===== src/lpif_pkg.sv =====
// LPIF link shared types
`default_nettype none

package lpif_pkg;

  ////////////////////
  // Widths

  // User flit data field
  localparam int data_w = 64;
  // One PHY lane word
  localparam int lane_w = 44;
  // Payload bits carried per lane, two lanes hold flit plus one pad bit
  localparam int lane_payload_w = 41;
  // Lane marker user bits
  localparam int marker_w = 2;
  // Debug status word
  localparam int dbg_w = 32;

  ////////////////////
  // Flit and lane formats

  // Downstream / upstream flit, 81 bits
  typedef struct packed {
    logic [3:0]        state;
    logic [1:0]        protid;
    logic [data_w-1:0] data;
    logic              dvalid;
    logic [7:0]        crc;
    logic              crc_valid;
    logic              valid;
  } lpif_flit_t;

  // One PHY lane word, strobe on top
  typedef struct packed {
    logic                      strobe;
    logic [marker_w-1:0]       marker;
    logic [lane_payload_w-1:0] payload;
  } lane_word_t;

  // Debug status bit positions
  localparam int dbg_tx_online_bit = 19;
  localparam int dbg_rx_online_bit = 18;
  localparam int dbg_lane_err_bit  = 0;

endpackage

`default_nettype wire


===== src/ll_auto_sync.sv =====
// Link online sequencing
`default_nettype none

module ll_auto_sync (
  input  logic        clk_wr,
  input  logic        reset,
  input  logic        tx_online,
  input  logic        rx_online,
  input  logic [15:0] delay_x_value,
  input  logic [15:0] delay_y_value,
  input  logic [1:0]  tx_mrk_userbit,
  input  logic        tx_stb_userbit,
  output logic        tx_online_delay,
  output logic        rx_online_delay,
  output logic [1:0]  tx_auto_mrk_userbit,
  output logic        tx_auto_stb_userbit
);

  // Cycles spent with each enable high
  logic [15:0] tx_cnt;
  logic [15:0] rx_cnt;
  // Receive side waits for transmit to be online
  logic        rx_enable;

  // Count up, stick at all ones
  function automatic logic [15:0] sat_inc(input logic [15:0] cnt);
    sat_inc = (cnt == 16'hffff) ? cnt : cnt + 16'd1;
  endfunction

  assign rx_enable = rx_online && tx_online_delay;

  ////////////////////
  // Transmit delay

  // Counter restarts whenever tx_online drops
  always_ff @(posedge clk_wr) begin
    if (reset) begin
      tx_cnt          <= '0;
      tx_online_delay <= 1'b0;
    end else if (!tx_online) begin
      tx_cnt          <= '0;
      tx_online_delay <= 1'b0;
    end else begin
      tx_cnt          <= sat_inc(tx_cnt);
      // Edge that samples count == delay_x raises the output
      tx_online_delay <= tx_online_delay || (tx_cnt >= delay_x_value);
    end
  end

  ////////////////////
  // Receive delay

  // Same scheme, counted from rx_online with transmit already up
  always_ff @(posedge clk_wr) begin
    if (reset) begin
      rx_cnt          <= '0;
      rx_online_delay <= 1'b0;
    end else if (!rx_enable) begin
      rx_cnt          <= '0;
      rx_online_delay <= 1'b0;
    end else begin
      rx_cnt          <= sat_inc(rx_cnt);
      rx_online_delay <= rx_online_delay || (rx_cnt >= delay_y_value);
    end
  end

  ////////////////////
  // Lane user bits

  // Persistent marker and strobe while transmitting
  assign tx_auto_mrk_userbit = tx_online_delay ? tx_mrk_userbit : 2'b00;
  assign tx_auto_stb_userbit = tx_online_delay ? tx_stb_userbit : 1'b0;

endmodule

`default_nettype wire


===== src/lpif_user_pack.sv =====
// LPIF user side registers
`default_nettype none

module lpif_user_pack #(
  parameter int DATA_W = 64
) (
  input  logic                 clk_wr,
  input  logic                 reset,
  input  lpif_pkg::lpif_flit_t dstrm,
  input  lpif_pkg::lpif_flit_t rx_flit,
  input  logic                 rx_online_delay,
  output lpif_pkg::lpif_flit_t tx_flit,
  output lpif_pkg::lpif_flit_t ustrm
);

  ////////////////////
  // Downstream

  // One cycle from the user ports into the flit
  always_ff @(posedge clk_wr) begin
    if (reset) begin
      // Only the strobe matters after reset
      tx_flit.valid <= 1'b0;
    end else begin
      tx_flit.state     <= dstrm.state;
      tx_flit.protid    <= dstrm.protid;
      tx_flit.data      <= dstrm.data[DATA_W-1:0];
      tx_flit.dvalid    <= dstrm.dvalid;
      tx_flit.crc       <= dstrm.crc;
      tx_flit.crc_valid <= dstrm.crc_valid;
      // Idle cycles pass through with valid low
      tx_flit.valid     <= dstrm.valid;
    end
  end

  ////////////////////
  // Upstream

  // Reassembled flit out to the user, one cycle
  // Offline receive gives all zeros so no stale lane data leaks out
  always_ff @(posedge clk_wr) begin
    if (reset) begin
      ustrm <= '0;
    end else if (!rx_online_delay) begin
      ustrm <= '0;
    end else begin
      ustrm <= rx_flit;
    end
  end

endmodule

`default_nettype wire


===== src/lpif_lane_concat.sv =====
// Flit to PHY lane split and merge
`default_nettype none

module lpif_lane_concat #(
  parameter int DATA_W = 64,
  parameter int LANE_W = 44
) (
  input  logic                 clk_wr,
  input  logic                 reset,
  input  lpif_pkg::lpif_flit_t tx_flit,
  input  logic                 tx_online_delay,
  input  logic [1:0]           tx_mrk_userbit,
  input  logic                 tx_stb_userbit,
  input  logic [LANE_W-1:0]    rx_phy0,
  input  logic [LANE_W-1:0]    rx_phy1,
  output logic [LANE_W-1:0]    tx_phy0,
  output logic [LANE_W-1:0]    tx_phy1,
  output lpif_pkg::lpif_flit_t rx_flit,
  output logic                 lane_err
);

  // Lane word minus strobe and marker
  localparam int payload_w = LANE_W - 3;
  // Flit is data plus 17 bits of side fields
  localparam int flit_w    = DATA_W + 17;
  // Zero fill on top of the flit
  localparam int pad_w     = 2 * payload_w - flit_w;

  logic [2*payload_w-1:0] tx_wide;
  lpif_pkg::lane_word_t   tx_lane0_d;
  lpif_pkg::lane_word_t   tx_lane1_d;
  lpif_pkg::lane_word_t   tx_lane0_q;
  lpif_pkg::lane_word_t   tx_lane1_q;

  lpif_pkg::lane_word_t   rx_lane0;
  lpif_pkg::lane_word_t   rx_lane1;
  logic [2*payload_w-1:0] rx_wide;
  lpif_pkg::lpif_flit_t   rx_flit_d;

  ////////////////////
  // Transmit split

  // Pad bit sits above the flit MSB
  assign tx_wide = {{pad_w{1'b0}}, tx_flit};

  // Low half on lane 0, high half on lane 1, same user bits on both
  always_comb begin
    tx_lane0_d.strobe  = tx_stb_userbit;
    tx_lane0_d.marker  = tx_mrk_userbit;
    tx_lane0_d.payload = tx_wide[payload_w-1:0];
    tx_lane1_d.strobe  = tx_stb_userbit;
    tx_lane1_d.marker  = tx_mrk_userbit;
    tx_lane1_d.payload = tx_wide[2*payload_w-1:payload_w];
  end

  always_ff @(posedge clk_wr) begin
    tx_lane0_q <= tx_lane0_d;
    tx_lane1_q <= tx_lane1_d;
  end

  // Lanes silent until transmit is online
  assign tx_phy0 = tx_online_delay ? tx_lane0_q : '0;
  assign tx_phy1 = tx_online_delay ? tx_lane1_q : '0;

  ////////////////////
  // Receive merge

  assign rx_lane0 = rx_phy0;
  assign rx_lane1 = rx_phy1;

  // Join the halves, top pad bit dropped
  assign rx_wide   = {rx_lane1.payload, rx_lane0.payload};
  assign rx_flit_d = rx_wide[flit_w-1:0];

  always_ff @(posedge clk_wr) begin
    if (reset) begin
      rx_flit.valid <= 1'b0;
    end else begin
      rx_flit <= rx_flit_d;
    end
  end

  // Sticky lane misalignment, both lanes strobed with different markers
  always_ff @(posedge clk_wr) begin
    if (reset) begin
      lane_err <= 1'b0;
    end else if (rx_lane0.strobe && rx_lane1.strobe &&
                 (rx_lane0.marker != rx_lane1.marker)) begin
      lane_err <= 1'b1;
    end
  end

endmodule

`default_nettype wire


===== src/lpif_link_top.sv =====
// LPIF link master top level
`default_nettype none

module lpif_link_top #(
  parameter int DATA_W = lpif_pkg::data_w,
  parameter int LANE_W = lpif_pkg::lane_w
) (
  input  logic                       clk_wr,
  input  logic                       reset,
  // Control and configuration
  input  logic                       tx_online,
  input  logic                       rx_online,
  input  logic [1:0]                 tx_mrk_userbit,
  input  logic                       tx_stb_userbit,
  input  logic [15:0]                delay_x_value,
  input  logic [15:0]                delay_y_value,
  // User side
  input  lpif_pkg::lpif_flit_t       dstrm,
  output lpif_pkg::lpif_flit_t       ustrm,
  // PHY lanes
  output logic [LANE_W-1:0]          tx_phy0,
  output logic [LANE_W-1:0]          tx_phy1,
  input  logic [LANE_W-1:0]          rx_phy0,
  input  logic [LANE_W-1:0]          rx_phy1,
  // Status
  output logic [lpif_pkg::dbg_w-1:0] debug_status
);

  lpif_pkg::lpif_flit_t       tx_flit;
  lpif_pkg::lpif_flit_t       rx_flit;
  logic                       tx_online_delay;
  logic                       rx_online_delay;
  logic [1:0]                 tx_auto_mrk_userbit;
  logic                       tx_auto_stb_userbit;
  logic                       lane_err;
  logic [lpif_pkg::dbg_w-1:0] debug_next;

  ////////////////////
  // Online sequencing
  ll_auto_sync ll_auto_sync_i (
    .clk_wr              (clk_wr),
    .reset               (reset),
    .tx_online           (tx_online),
    .rx_online           (rx_online),
    .delay_x_value       (delay_x_value),
    .delay_y_value       (delay_y_value),
    .tx_mrk_userbit      (tx_mrk_userbit),
    .tx_stb_userbit      (tx_stb_userbit),
    .tx_online_delay     (tx_online_delay),
    .rx_online_delay     (rx_online_delay),
    .tx_auto_mrk_userbit (tx_auto_mrk_userbit),
    .tx_auto_stb_userbit (tx_auto_stb_userbit)
  );

  // User registers, FIFO and credits bypassed
  lpif_user_pack #(
    .DATA_W (DATA_W)
  ) lpif_user_pack_i (
    .clk_wr          (clk_wr),
    .reset           (reset),
    .dstrm           (dstrm),
    .rx_flit         (rx_flit),
    .rx_online_delay (rx_online_delay),
    .tx_flit         (tx_flit),
    .ustrm           (ustrm)
  );

  ////////////////////
  // PHY side
  lpif_lane_concat #(
    .DATA_W (DATA_W),
    .LANE_W (LANE_W)
  ) lpif_lane_concat_i (
    .clk_wr          (clk_wr),
    .reset           (reset),
    .tx_flit         (tx_flit),
    .tx_online_delay (tx_online_delay),
    .tx_mrk_userbit  (tx_auto_mrk_userbit),
    .tx_stb_userbit  (tx_auto_stb_userbit),
    .rx_phy0         (rx_phy0),
    .rx_phy1         (rx_phy1),
    .tx_phy0         (tx_phy0),
    .tx_phy1         (tx_phy1),
    .rx_flit         (rx_flit),
    .lane_err        (lane_err)
  );

  // Status word, unused bits stay zero
  always_comb begin
    debug_next = '0;
    debug_next[lpif_pkg::dbg_tx_online_bit] = tx_online_delay;
    debug_next[lpif_pkg::dbg_rx_online_bit] = rx_online_delay;
    debug_next[lpif_pkg::dbg_lane_err_bit]  = lane_err;
  end

  always_ff @(posedge clk_wr) begin
    if (reset) begin
      debug_status <= '0;
    end else begin
      debug_status <= debug_next;
    end
  end

endmodule

`default_nettype wire


===== config.mk =====
export PLATFORM = sky130hd
export DESIGN_NAME = lpif_link_top
export DESIGN_NICKNAME = d
export VERILOG_FILES = /design/src/lpif_pkg.sv /design/src/ll_auto_sync.sv /design/src/lpif_user_pack.sv /design/src/lpif_lane_concat.sv /design/src/lpif_link_top.sv
export SDC_FILE = /design/constraint.sdc
export NUM_CORES = 1
export LEC_CHECK = 0
export BUFFER_PORTS_ARGS = -buffer_cell sky130_fd_sc_hd__buf_2
export CAP_MARGIN = 20
export CORE_MARGIN = 3
export CORE_UTILIZATION = 25
export DETAILED_ROUTE_END_ITERATION = 8
export SYNTH_ARGS = -nofsm -noshare
export SYNTH_HDL_FRONTEND = slang
export SYNTH_SLANG_ARGS = --single-unit

===== constraint.sdc =====
create_clock -name clk_wr -period 4.9 [get_ports clk_wr]
set_clock_uncertainty 0.2 [all_clocks]
set_input_delay 0.49 -clock clk_wr [delete_from_list [all_inputs] [get_ports clk_wr]]
set_output_delay 0.49 -clock clk_wr [all_outputs]
set_load 0.03 [all_outputs]

## After elaboration in Yosys (flattened, before gate mapping)

Index checks and enable logic that the tools add are counted.

| storage, ports and cells | value |
|---|---|
| register bits | 394 |
| output and inout port bits | 201 |

| operators by class | value |
|---|---|
| add/subtract/negate cells | 2 |
| order comparisons | 2 |
| eq/ne operators | 3 |
| muxes and demuxes | 2 |
| bitwise gates (word level) | 3 |
| reductions and logical operators | 8 |

Operators by type and width:

| operator | count |
|---|---|
| $mux W44 | 2 |
| $add A16 B1 Y16 const B | 2 |
| $eq A16 B16 Y1 const B | 2 |
| $ge A16 B16 Y1 | 2 |
| $reduce_or A2 Y1 | 3 |
| $logic_and A1 B1 Y1 | 3 |
| $not A1 Y1 | 3 |
| $logic_or A1 B1 Y1 | 2 |
| $ne A2 B2 Y1 | 1 |

## Longest topological paths before layout

Gate-level depths: netlist of run 1.

| depth | value |
|---|---|
| word-level depth | 3 |
| gate-level depth with buffers | 6 |

## Hierarchy

Synthesis of run 1 repeated with hierarchy kept, for this count alone.

| second synthesis, totals | value |
|---|---|
| cells, all modules | 882 |
| area total of the unflattened synthesis | 12528.3 um^2 |

By module, submodules not included:

| module | times used | cells each | area an instance (um^2) | seq. area each (um^2) |
|---|---|---|---|---|
| lpif_user_pack | 1 | 263 | 4908.5 | 4043.9 |
| lpif_lane_concat | 1 | 271 | 4815.9 | 4124.0 |
| ll_auto_sync | 1 | 312 | 2503.7 | 680.7 |
| lpif_link_top | 1 | 36 | 300.3 | 60.1 |

## Worst setup path before layout of run 1

No wires, ideal clock.

| path | value |
|---|---|
| kind | input port to flip-flop |
| start | input reset |
| end | register, netlist name lpif_lane_concat_i.rx_flit[10] |
| setup time | 0.512 ns |
| arrival | 3.765 ns |
| path slack | 0.423 ns |
| cell stages on the path | 2 |
| cells stage by stage | clkbuf_1 inv_1 |

RTL lines:

| item | RTL line | source |
|---|---|---|
| from (decl) | lpif_link_top.sv:9 | `input logic reset,` |

No word-level cell between the ends.

## Worst setup path after layout of run 1

| path | value |
|---|---|
| start | register ll_auto_sync_i.tx_online_delay |
| end | output tx_phy1[29] |

| on the way | value |
|---|---|
| word-level cells in the longest chain between the ends | 1 |

Ends and longest elaborated chain:

| item | RTL line | source |
|---|---|---|
| from (decl) | ll_auto_sync.sv:13 | `output logic tx_online_delay,` |
| from (signal assigned) | ll_auto_sync.sv:46 | `tx_online_delay <= tx_online_delay \|\| (tx_cnt >= delay_x_value);` |
| $mux W44 | lpif_lane_concat.sv:63 | `assign tx_phy1 = tx_online_delay ? tx_lane1_q : '0;` |
| to (decl) | lpif_link_top.sv:22 | `output logic [LANE_W-1:0] tx_phy1,` |

Every way passes these cells.

==> results of run 1 <==
==> what timing repair did <==
action                    4_1_cts  5_1_grt
hold endpoints to repair      166        0
buffers inserted                0        0
hold buffers                  167        0
==> placed cells by master, fill, tap and decap left out, drive strengths merged, types with 3 or more instances in the layout <==
cell type / n
nand2: 24
dfxtp: 205
clkinv: 11
bufinv: 6
nand3: 13
conb: 30
nor3: 10
a21oi: 25
diode: 4
dlygate4sd3: 167
o2111ai: 4
inv: 43
xnor2: 6
o31ai: 4
clkinvlp: 6
and3: 5
a211oi: 4
ha: 34
nor2: 16
edfxtp: 160
clkbuf: 51
and4: 6
or3: 3
a41oi: 6
buf: 384
o211ai: 3
o21ai: 14
nor2b: 7
and2: 174
a31oi: 8
nand4: 17
==> cell families (layout without fill, tap and decap cells) <==
kind of cell	count (synthesis)	in the layout	share of synthesized area
AO/OA/AOI/OAI	82	82	0.04415
XOR/XNOR	6	6	0.004322
adder cells (fa/ha/maj)	34	34	0.03499
buffers and inverters	103	668	0.04373
flip-flops	365	365	0.7327
multiplexers	2	2	0.001646
other	1	34	0.0003084
AND/OR/NAND/NOR	284	284	0.1382
==> per-layer routing <==
| layer | wire length (um) | GRT usage | vias to the layer above | part of all wire |
|---|---|---|---|---|
| li1 | - | - | 4107 | - |
| met1 | 12680 | 0.1362 | 3958 | 0.39 |
| met5 | 30 | 0 | - | 0.00093 |
| met2 | 15760 | 0.2110 | 296 | 0.49 |
| met4 | 962 | 0.04583 | 4 | 0.030 |
| met3 | 2776 | 0.04972 | 68 | 0.086 |
==> metrics by stage <==
stage / hold WS [ps] / setup WS (ps) / power (mW)
final: 132.1 / 2425 / 6.841
after global routing: 142.8 / 2310 / 7.108
after CTS: 112.8 / 1683 / 6.934
after detailed placement: 123.3 / 2243 / 3.633
after global placement: 115.9 / 2284 / 3.619
after floorplan: 109.6 / 423.4 / 3.535
==> registers in the layout, indices dropped and copies added, names as in the netlist <==
register                        cells
ll_auto_sync_i.rx_online_delay      1
lpif_lane_concat_i.lane_err         1
lpif_user_pack_i.ustrm             81
ll_auto_sync_i.tx_online_delay      1
lpif_lane_concat_i.tx_lane1_q      41
ll_auto_sync_i.tx_cnt              16
ll_auto_sync_i.rx_cnt              16
debug_status                        3
lpif_user_pack_i.tx_flit           81
lpif_lane_concat_i.tx_lane0_q      43
lpif_lane_concat_i.rx_flit         81
==> layout make-up <==
| cell class | instances | share of cell area |
|---|---|---|
| Clock inverter | 25 | 0.01877 |
| Clock buffer | 51 | 0.06109 |
| Multi-Input combinational cell | 438 | 0.1599 |
| Tap cell | 615 | 0.04339 |
| Sequential cell | 365 | 0.5024 |
| Timing Repair Buffer | 551 | 0.2050 |
| Antenna cell | 4 | 0.0005644 |
| Inverter | 41 | 0.008959 |
==> final timing paths <==
check                            startpoint  cells past startpoint  slack [ps]                          endpoint
min reg2reg     lpif_user_pack_i.tx_flit[0]                      0         130  lpif_lane_concat_i.tx_lane0_q[0]
min             lpif_user_pack_i.tx_flit[0]                      0         130  lpif_lane_concat_i.tx_lane0_q[0]
max          ll_auto_sync_i.tx_online_delay                      3        2430                       tx_phy1[29]
max reg2reg       ll_auto_sync_i.rx_cnt[15]                      5        2850    ll_auto_sync_i.rx_online_delay
==> worst reg2reg max path: stages (launching register included) <==
cell     delay, ps
dfxtp_1        360
ha_1           340
nand4_1        170
or3_1          410
a221o_1        310
a31oi_1        170
==> power by group <==
part           leakage, nW  switching [mW]  internal [mW]
sequential            3.25          0.0382           3.35
combinational         3.91           0.130          0.160
clock                0.668            1.25           1.91
total                 7.83            1.42           5.42
==> key figures, run 1 <==
Global route
  • Vias in the first global route: 9073
  • GRT Total Usage: 0.1225
  • Initial antenna violation count: 6
  • First-pass GRT wire length: ~49 mm
  • GRT Residual Overflow: 0
  • Largest net degree at the start of global routing: 80

Synthesis
  • Ys async rst share: 0
  • Sequential share of the synthesized area: 0.7327
  • Average size of a mapped cell: 13.86 um2
  • Top cells by count, synth: dfxtp_1, and2_1, edfxtp_1
  • Seq cells post-synth: about 370
  • Post-synth EDFFs: 160
  • Post-synth top area share: 0.3951
  • Synthesis Warnings: 0
  • Post-synth top flop: dfxtp_1
  • Cell variety after synth: 49
  • Cells after Synth: 877
  • Cell taking the most area after synthesis: edfxtp_1
  • Count leader, synth: dfxtp_1
  • Synthesized area: 12160 um2
  • Synth top area cells: edfxtp_1, dfxtp_1, and2_1

Floorplanning
  • Core area: 47850 um2
  • Die Width: 226.5 um
  • I/O pins: 409
  • Die area: 51320 um2
  • Initial Util: 0.2541
  • Die Ht: about 230 um
  • Site row count: 80

Placement
  • Post-DP HPWL: ~21 mm
  • Port Buffer Count: 377
  • Dpl cell area: about 15000 um2
  • RD Place Congestion: between 0.7 and 0.8
  • Placed insts: 1841

Min path
  • Worst Hold Class: reg2reg

STA
  • Count of final setup violators: 0
  • Slew margin rel.: 0.4525
  • Crit share post-route: 0.5051
  • Final min period: between 2000 and 2500 ps
  • Slew Limit Fails: 0
  • Final Hold Vio Count: 0
  • Fmax: about 400 MHz
  • Slew @ Worst Pin: 821.3 ps
  • RSZ-0062 raised after global routing: no
  • Setup TNS: 0 ps

Power
  • Power per cell area: roughly 390 nW/um2
  • Peak VDD IR: around 0.00032 V
  • Leakage: just under 8 nW

Clock tree
  • H-tree levels: 2
  • Clock Tree Root: clkbuf_16
  • Worst-path clk slew: 50 ps
  • CTS Buf Count: 41
  • CTS tree: yes
  • Clock latency on the worst-skew pair: 540 ps
  • Post-CTS resize count: 0
  • Worst-case clock buffer depth: 3
  • CTS sink count: around 370

Critical path
  • Crit-path max cell delay: between 400 and 500 ps
  • Worst path required time: 4210 ps
  • Startpoint Class: flop
  • Cell class contributing the biggest share of worst-path delay: flip-flops
  • WP buf/inv: 2
  • CP Class: reg2out
  • Crit path DAT: 1780 ps
  • CP endpoint kind: primary output
  • Slowest-stage cell, CP: dfxtp_2
  • Cells along the critical path: buf_12 > and2_1 > buf_2
  • Worst-path maximum fanout: 57

Final layout
  • FF+latch area: 8910 um2
  • Final #Nets: 1680
  • Finished Core Util: 0.3707
  • Design area: between 15000 and 20000 um2
  • Area grow syn2layout: 45.86%
  • Layout fillers: 4556
  • Share of cells above drive strength 1: 0.3100
  • Area of the multi-input gates: 2835 um2
  • Non-filler cells in the finished layout: between 2000 and 2500

Routing
  • Vias per inst: approximately 4.0
  • Via count: 8433
  • DR iter-0 viols: approximately 330
  • 1st-pass router iterations: 4
  • Remaining DRCs: 0
  • ANT nets after route: 0
  • DRT Wirelength: 32.21 mm
  • WL/cell: 15.41 um

Run
  • Number of max-cap violations: 0

Outcome
  • Status: finished, final reports clean
Power figures use the tool's default switching activity.
==> run 2: changes to the inputs <==
- clock period: 4.9 -> 2.3 ns (I/O delays scaled with it)
==> run 2 against run 1 <==
Compared with the run above: power increased by 100%; largest power group unchanged; critical path depth stayed put; clock power up 95%; via count up 1.0%; sequential cell count is the same; critical endpoint is now tx_phy1[30]; critical path type unchanged; core utilization about the same; first-iteration DRC count grew 0.61%; die area unchanged; register-to-register slack worse by 2600 ps; final cell count up 0.33%.
==> key figures, run 2 (synthesized netlist as in run 1, its figures left out) <==
Clock tree
  • CTS sink count: 365
  • Post-CTS resize count: 0
  • H-tree levels: 2
  • CTS Buf Count: 41
  • Worst-path clk slew: 60 ps
  • CTS tree: yes
  • Worst-case clock buffer depth: 3
  • Clock latency on the worst-skew pair: 530 ps
  • Clock Tree Root: clkbuf_16

Floorplanning
  • Die Ht: 226.5 um
  • Initial Util: 0.2541
  • Die area: 51320 um2
  • Core area: 47850 um2
  • Site row count: 80
  • Die Width: 226.5 um
  • I/O pins: approximately 410

STA
  • WHS: 103.6 ps
  • Final WS setup: 239.1 ps
  • Slew @ Worst Pin: just under 700 ps
  • Crit share post-route: 0.8961
  • Final min period: 2061 ps
  • Fmax: 485.2 MHz
  • Final Hold Vio Count: 0
  • Slew Limit Fails: 0
  • RSZ-0062 raised after global routing: no
  • Slew margin rel.: 0.5380
  • Count of final setup violators: 0
  • Setup TNS: 0 ps

Min path
  • Worst Hold Class: in2reg

Critical path
  • CP Class: reg2out
  • Cell class contributing the biggest share of worst-path delay: buffers and inverters
  • Crit-path max cell delay: around 380 ps
  • CP endpoint kind: primary output
  • WP buf/inv: 2
  • Crit path DAT: 1630 ps
  • Worst-path maximum fanout: 62
  • Worst path required time: 1870 ps
  • Startpoint Class: flop
  • Slowest-stage cell, CP: dfxtp_2
  • Cells along the critical path: buf_12 > and2_1 > buf_2

Routing
  • 1st-pass router iterations: 4
  • DR iter-0 viols: 331
  • Remaining DRCs: 0
  • Vias per inst: 4.062
  • WL/cell: roughly 15 um
  • DRT Wirelength: 31.45 mm
  • Via count: 8519
  • ANT nets after route: 0

Power
  • Switch Pwr: 2.918 mW
  • Leakage: 7.830 nW
  • Power per cell area: roughly 790 nW/um2
  • Peak VDD IR: between 0.0007 and 0.0008 V
  • Clock power share: 0.440
  • Internal power: 11.08 mW
  • Overall Power: around 14 mW
  • Gate power share: 0.045
  • Share of power burned in registers: 0.515
  • Switching part of the total: 0.2085

Final layout
  • Final #Nets: around 1700
  • Design area: 17720 um2
  • Finished Core Util: 0.3703
  • Biggest regs: lpif_lane_concat_i.rx_flit: 81 flops, lpif_user_pack_i.tx_flit: 81 flops, lpif_user_pack_i.ustrm: 81 flops
  • Non-filler cells in the finished layout: 2097
  • Share of cells above drive strength 1: 0.3070
  • Area grow syn2layout: 45.73%
  • Most frequent cells in the layout: buf_2, dfxtp_1, and2_1, dlygate4sd3_1, edfxtp_1
  • Most common cell after layout, fill and taps aside: buf_2

Placement
  • RD Place Congestion: about 0.76
  • Placed insts: 1846
  • Dpl cell area: 14710 um2
  • Post-DP HPWL: around 21 mm
  • Port Buffer Count: 377
  • Pre-CTS setup slack: 283.1 ps

Global route
  • GRT Total Usage: 0.1192
  • Largest net degree at the start of global routing: 83
  • Initial antenna violation count: 4
  • Vias in the first global route: 9065
  • GRT Residual Overflow: 0
  • First-pass GRT wire length: 48.03 mm

Run
  • Number of max-cap violations: 0

Outcome
  • Status: finished, final reports clean
==> run 2: repair_timing <==
action                                 CTS  global route
setup endpoints to repair                0             0
setup buffers                            0             0
endpoints found under the hold margin  185             0
hold buffers                           173             0
==> run 2: cell type report <==
class                      count  area (um2)
multi-input combinational    438        2835
timing repair buffer         560        3769
sequential                   365        8910
tap                          615       769.5
clock inverter                17       131.4
clock buffer                  58        1140
antenna                        3       7.507
fill                        4521       30130
inverter                      41       157.7
==> run 2: power by group through the flow <==
stage / registers [mW] / logic, mW / clock network (mW)
2_1_floorplan: 7.33 / 0.203 / 0
3_3_place_gp: 7.34 / 0.380 / 0
3_5_place_dp: 7.35 / 0.392 / 0
4_1_cts: 7.21 / 0.631 / 6.37
5_1_grt: 7.24 / 0.693 / 6.65
6_report: 7.21 / 0.629 / 6.15
==> run 2: final timing paths <==
check / start / end / slack (ps) / depth (start not counted)
max: ll_auto_sync_i.tx_online_delay / tx_phy1[30] / 240 / 3
max reg2reg: ll_auto_sync_i.rx_cnt[15] / ll_auto_sync_i.rx_online_delay / 240 / 5
min: delay_x_value[15] / ll_auto_sync_i.tx_online_delay / 100 / 5
min reg2reg: lpif_user_pack_i.tx_flit[0] / lpif_lane_concat_i.tx_lane0_q[0] / 130 / 0
==> run 2: routing by layer <==
metal | vias up | routed length [um] | GRT usage
met5 | - | 0 | 0
met4 | 0 | 977 | 0.04420
met3 | 71 | 2722 | 0.04531
met2 | 321 | 14990 | 0.1973
met1 | 3998 | 12770 | 0.1411
li1 | 4129 | - | -
==> run 2: tightest hold or removal path, cell delays in order <==
cell       delay, ps
buf_2            100
inv_1             70
ha_1             150
a2111oi_0         90
a31oi_1          160
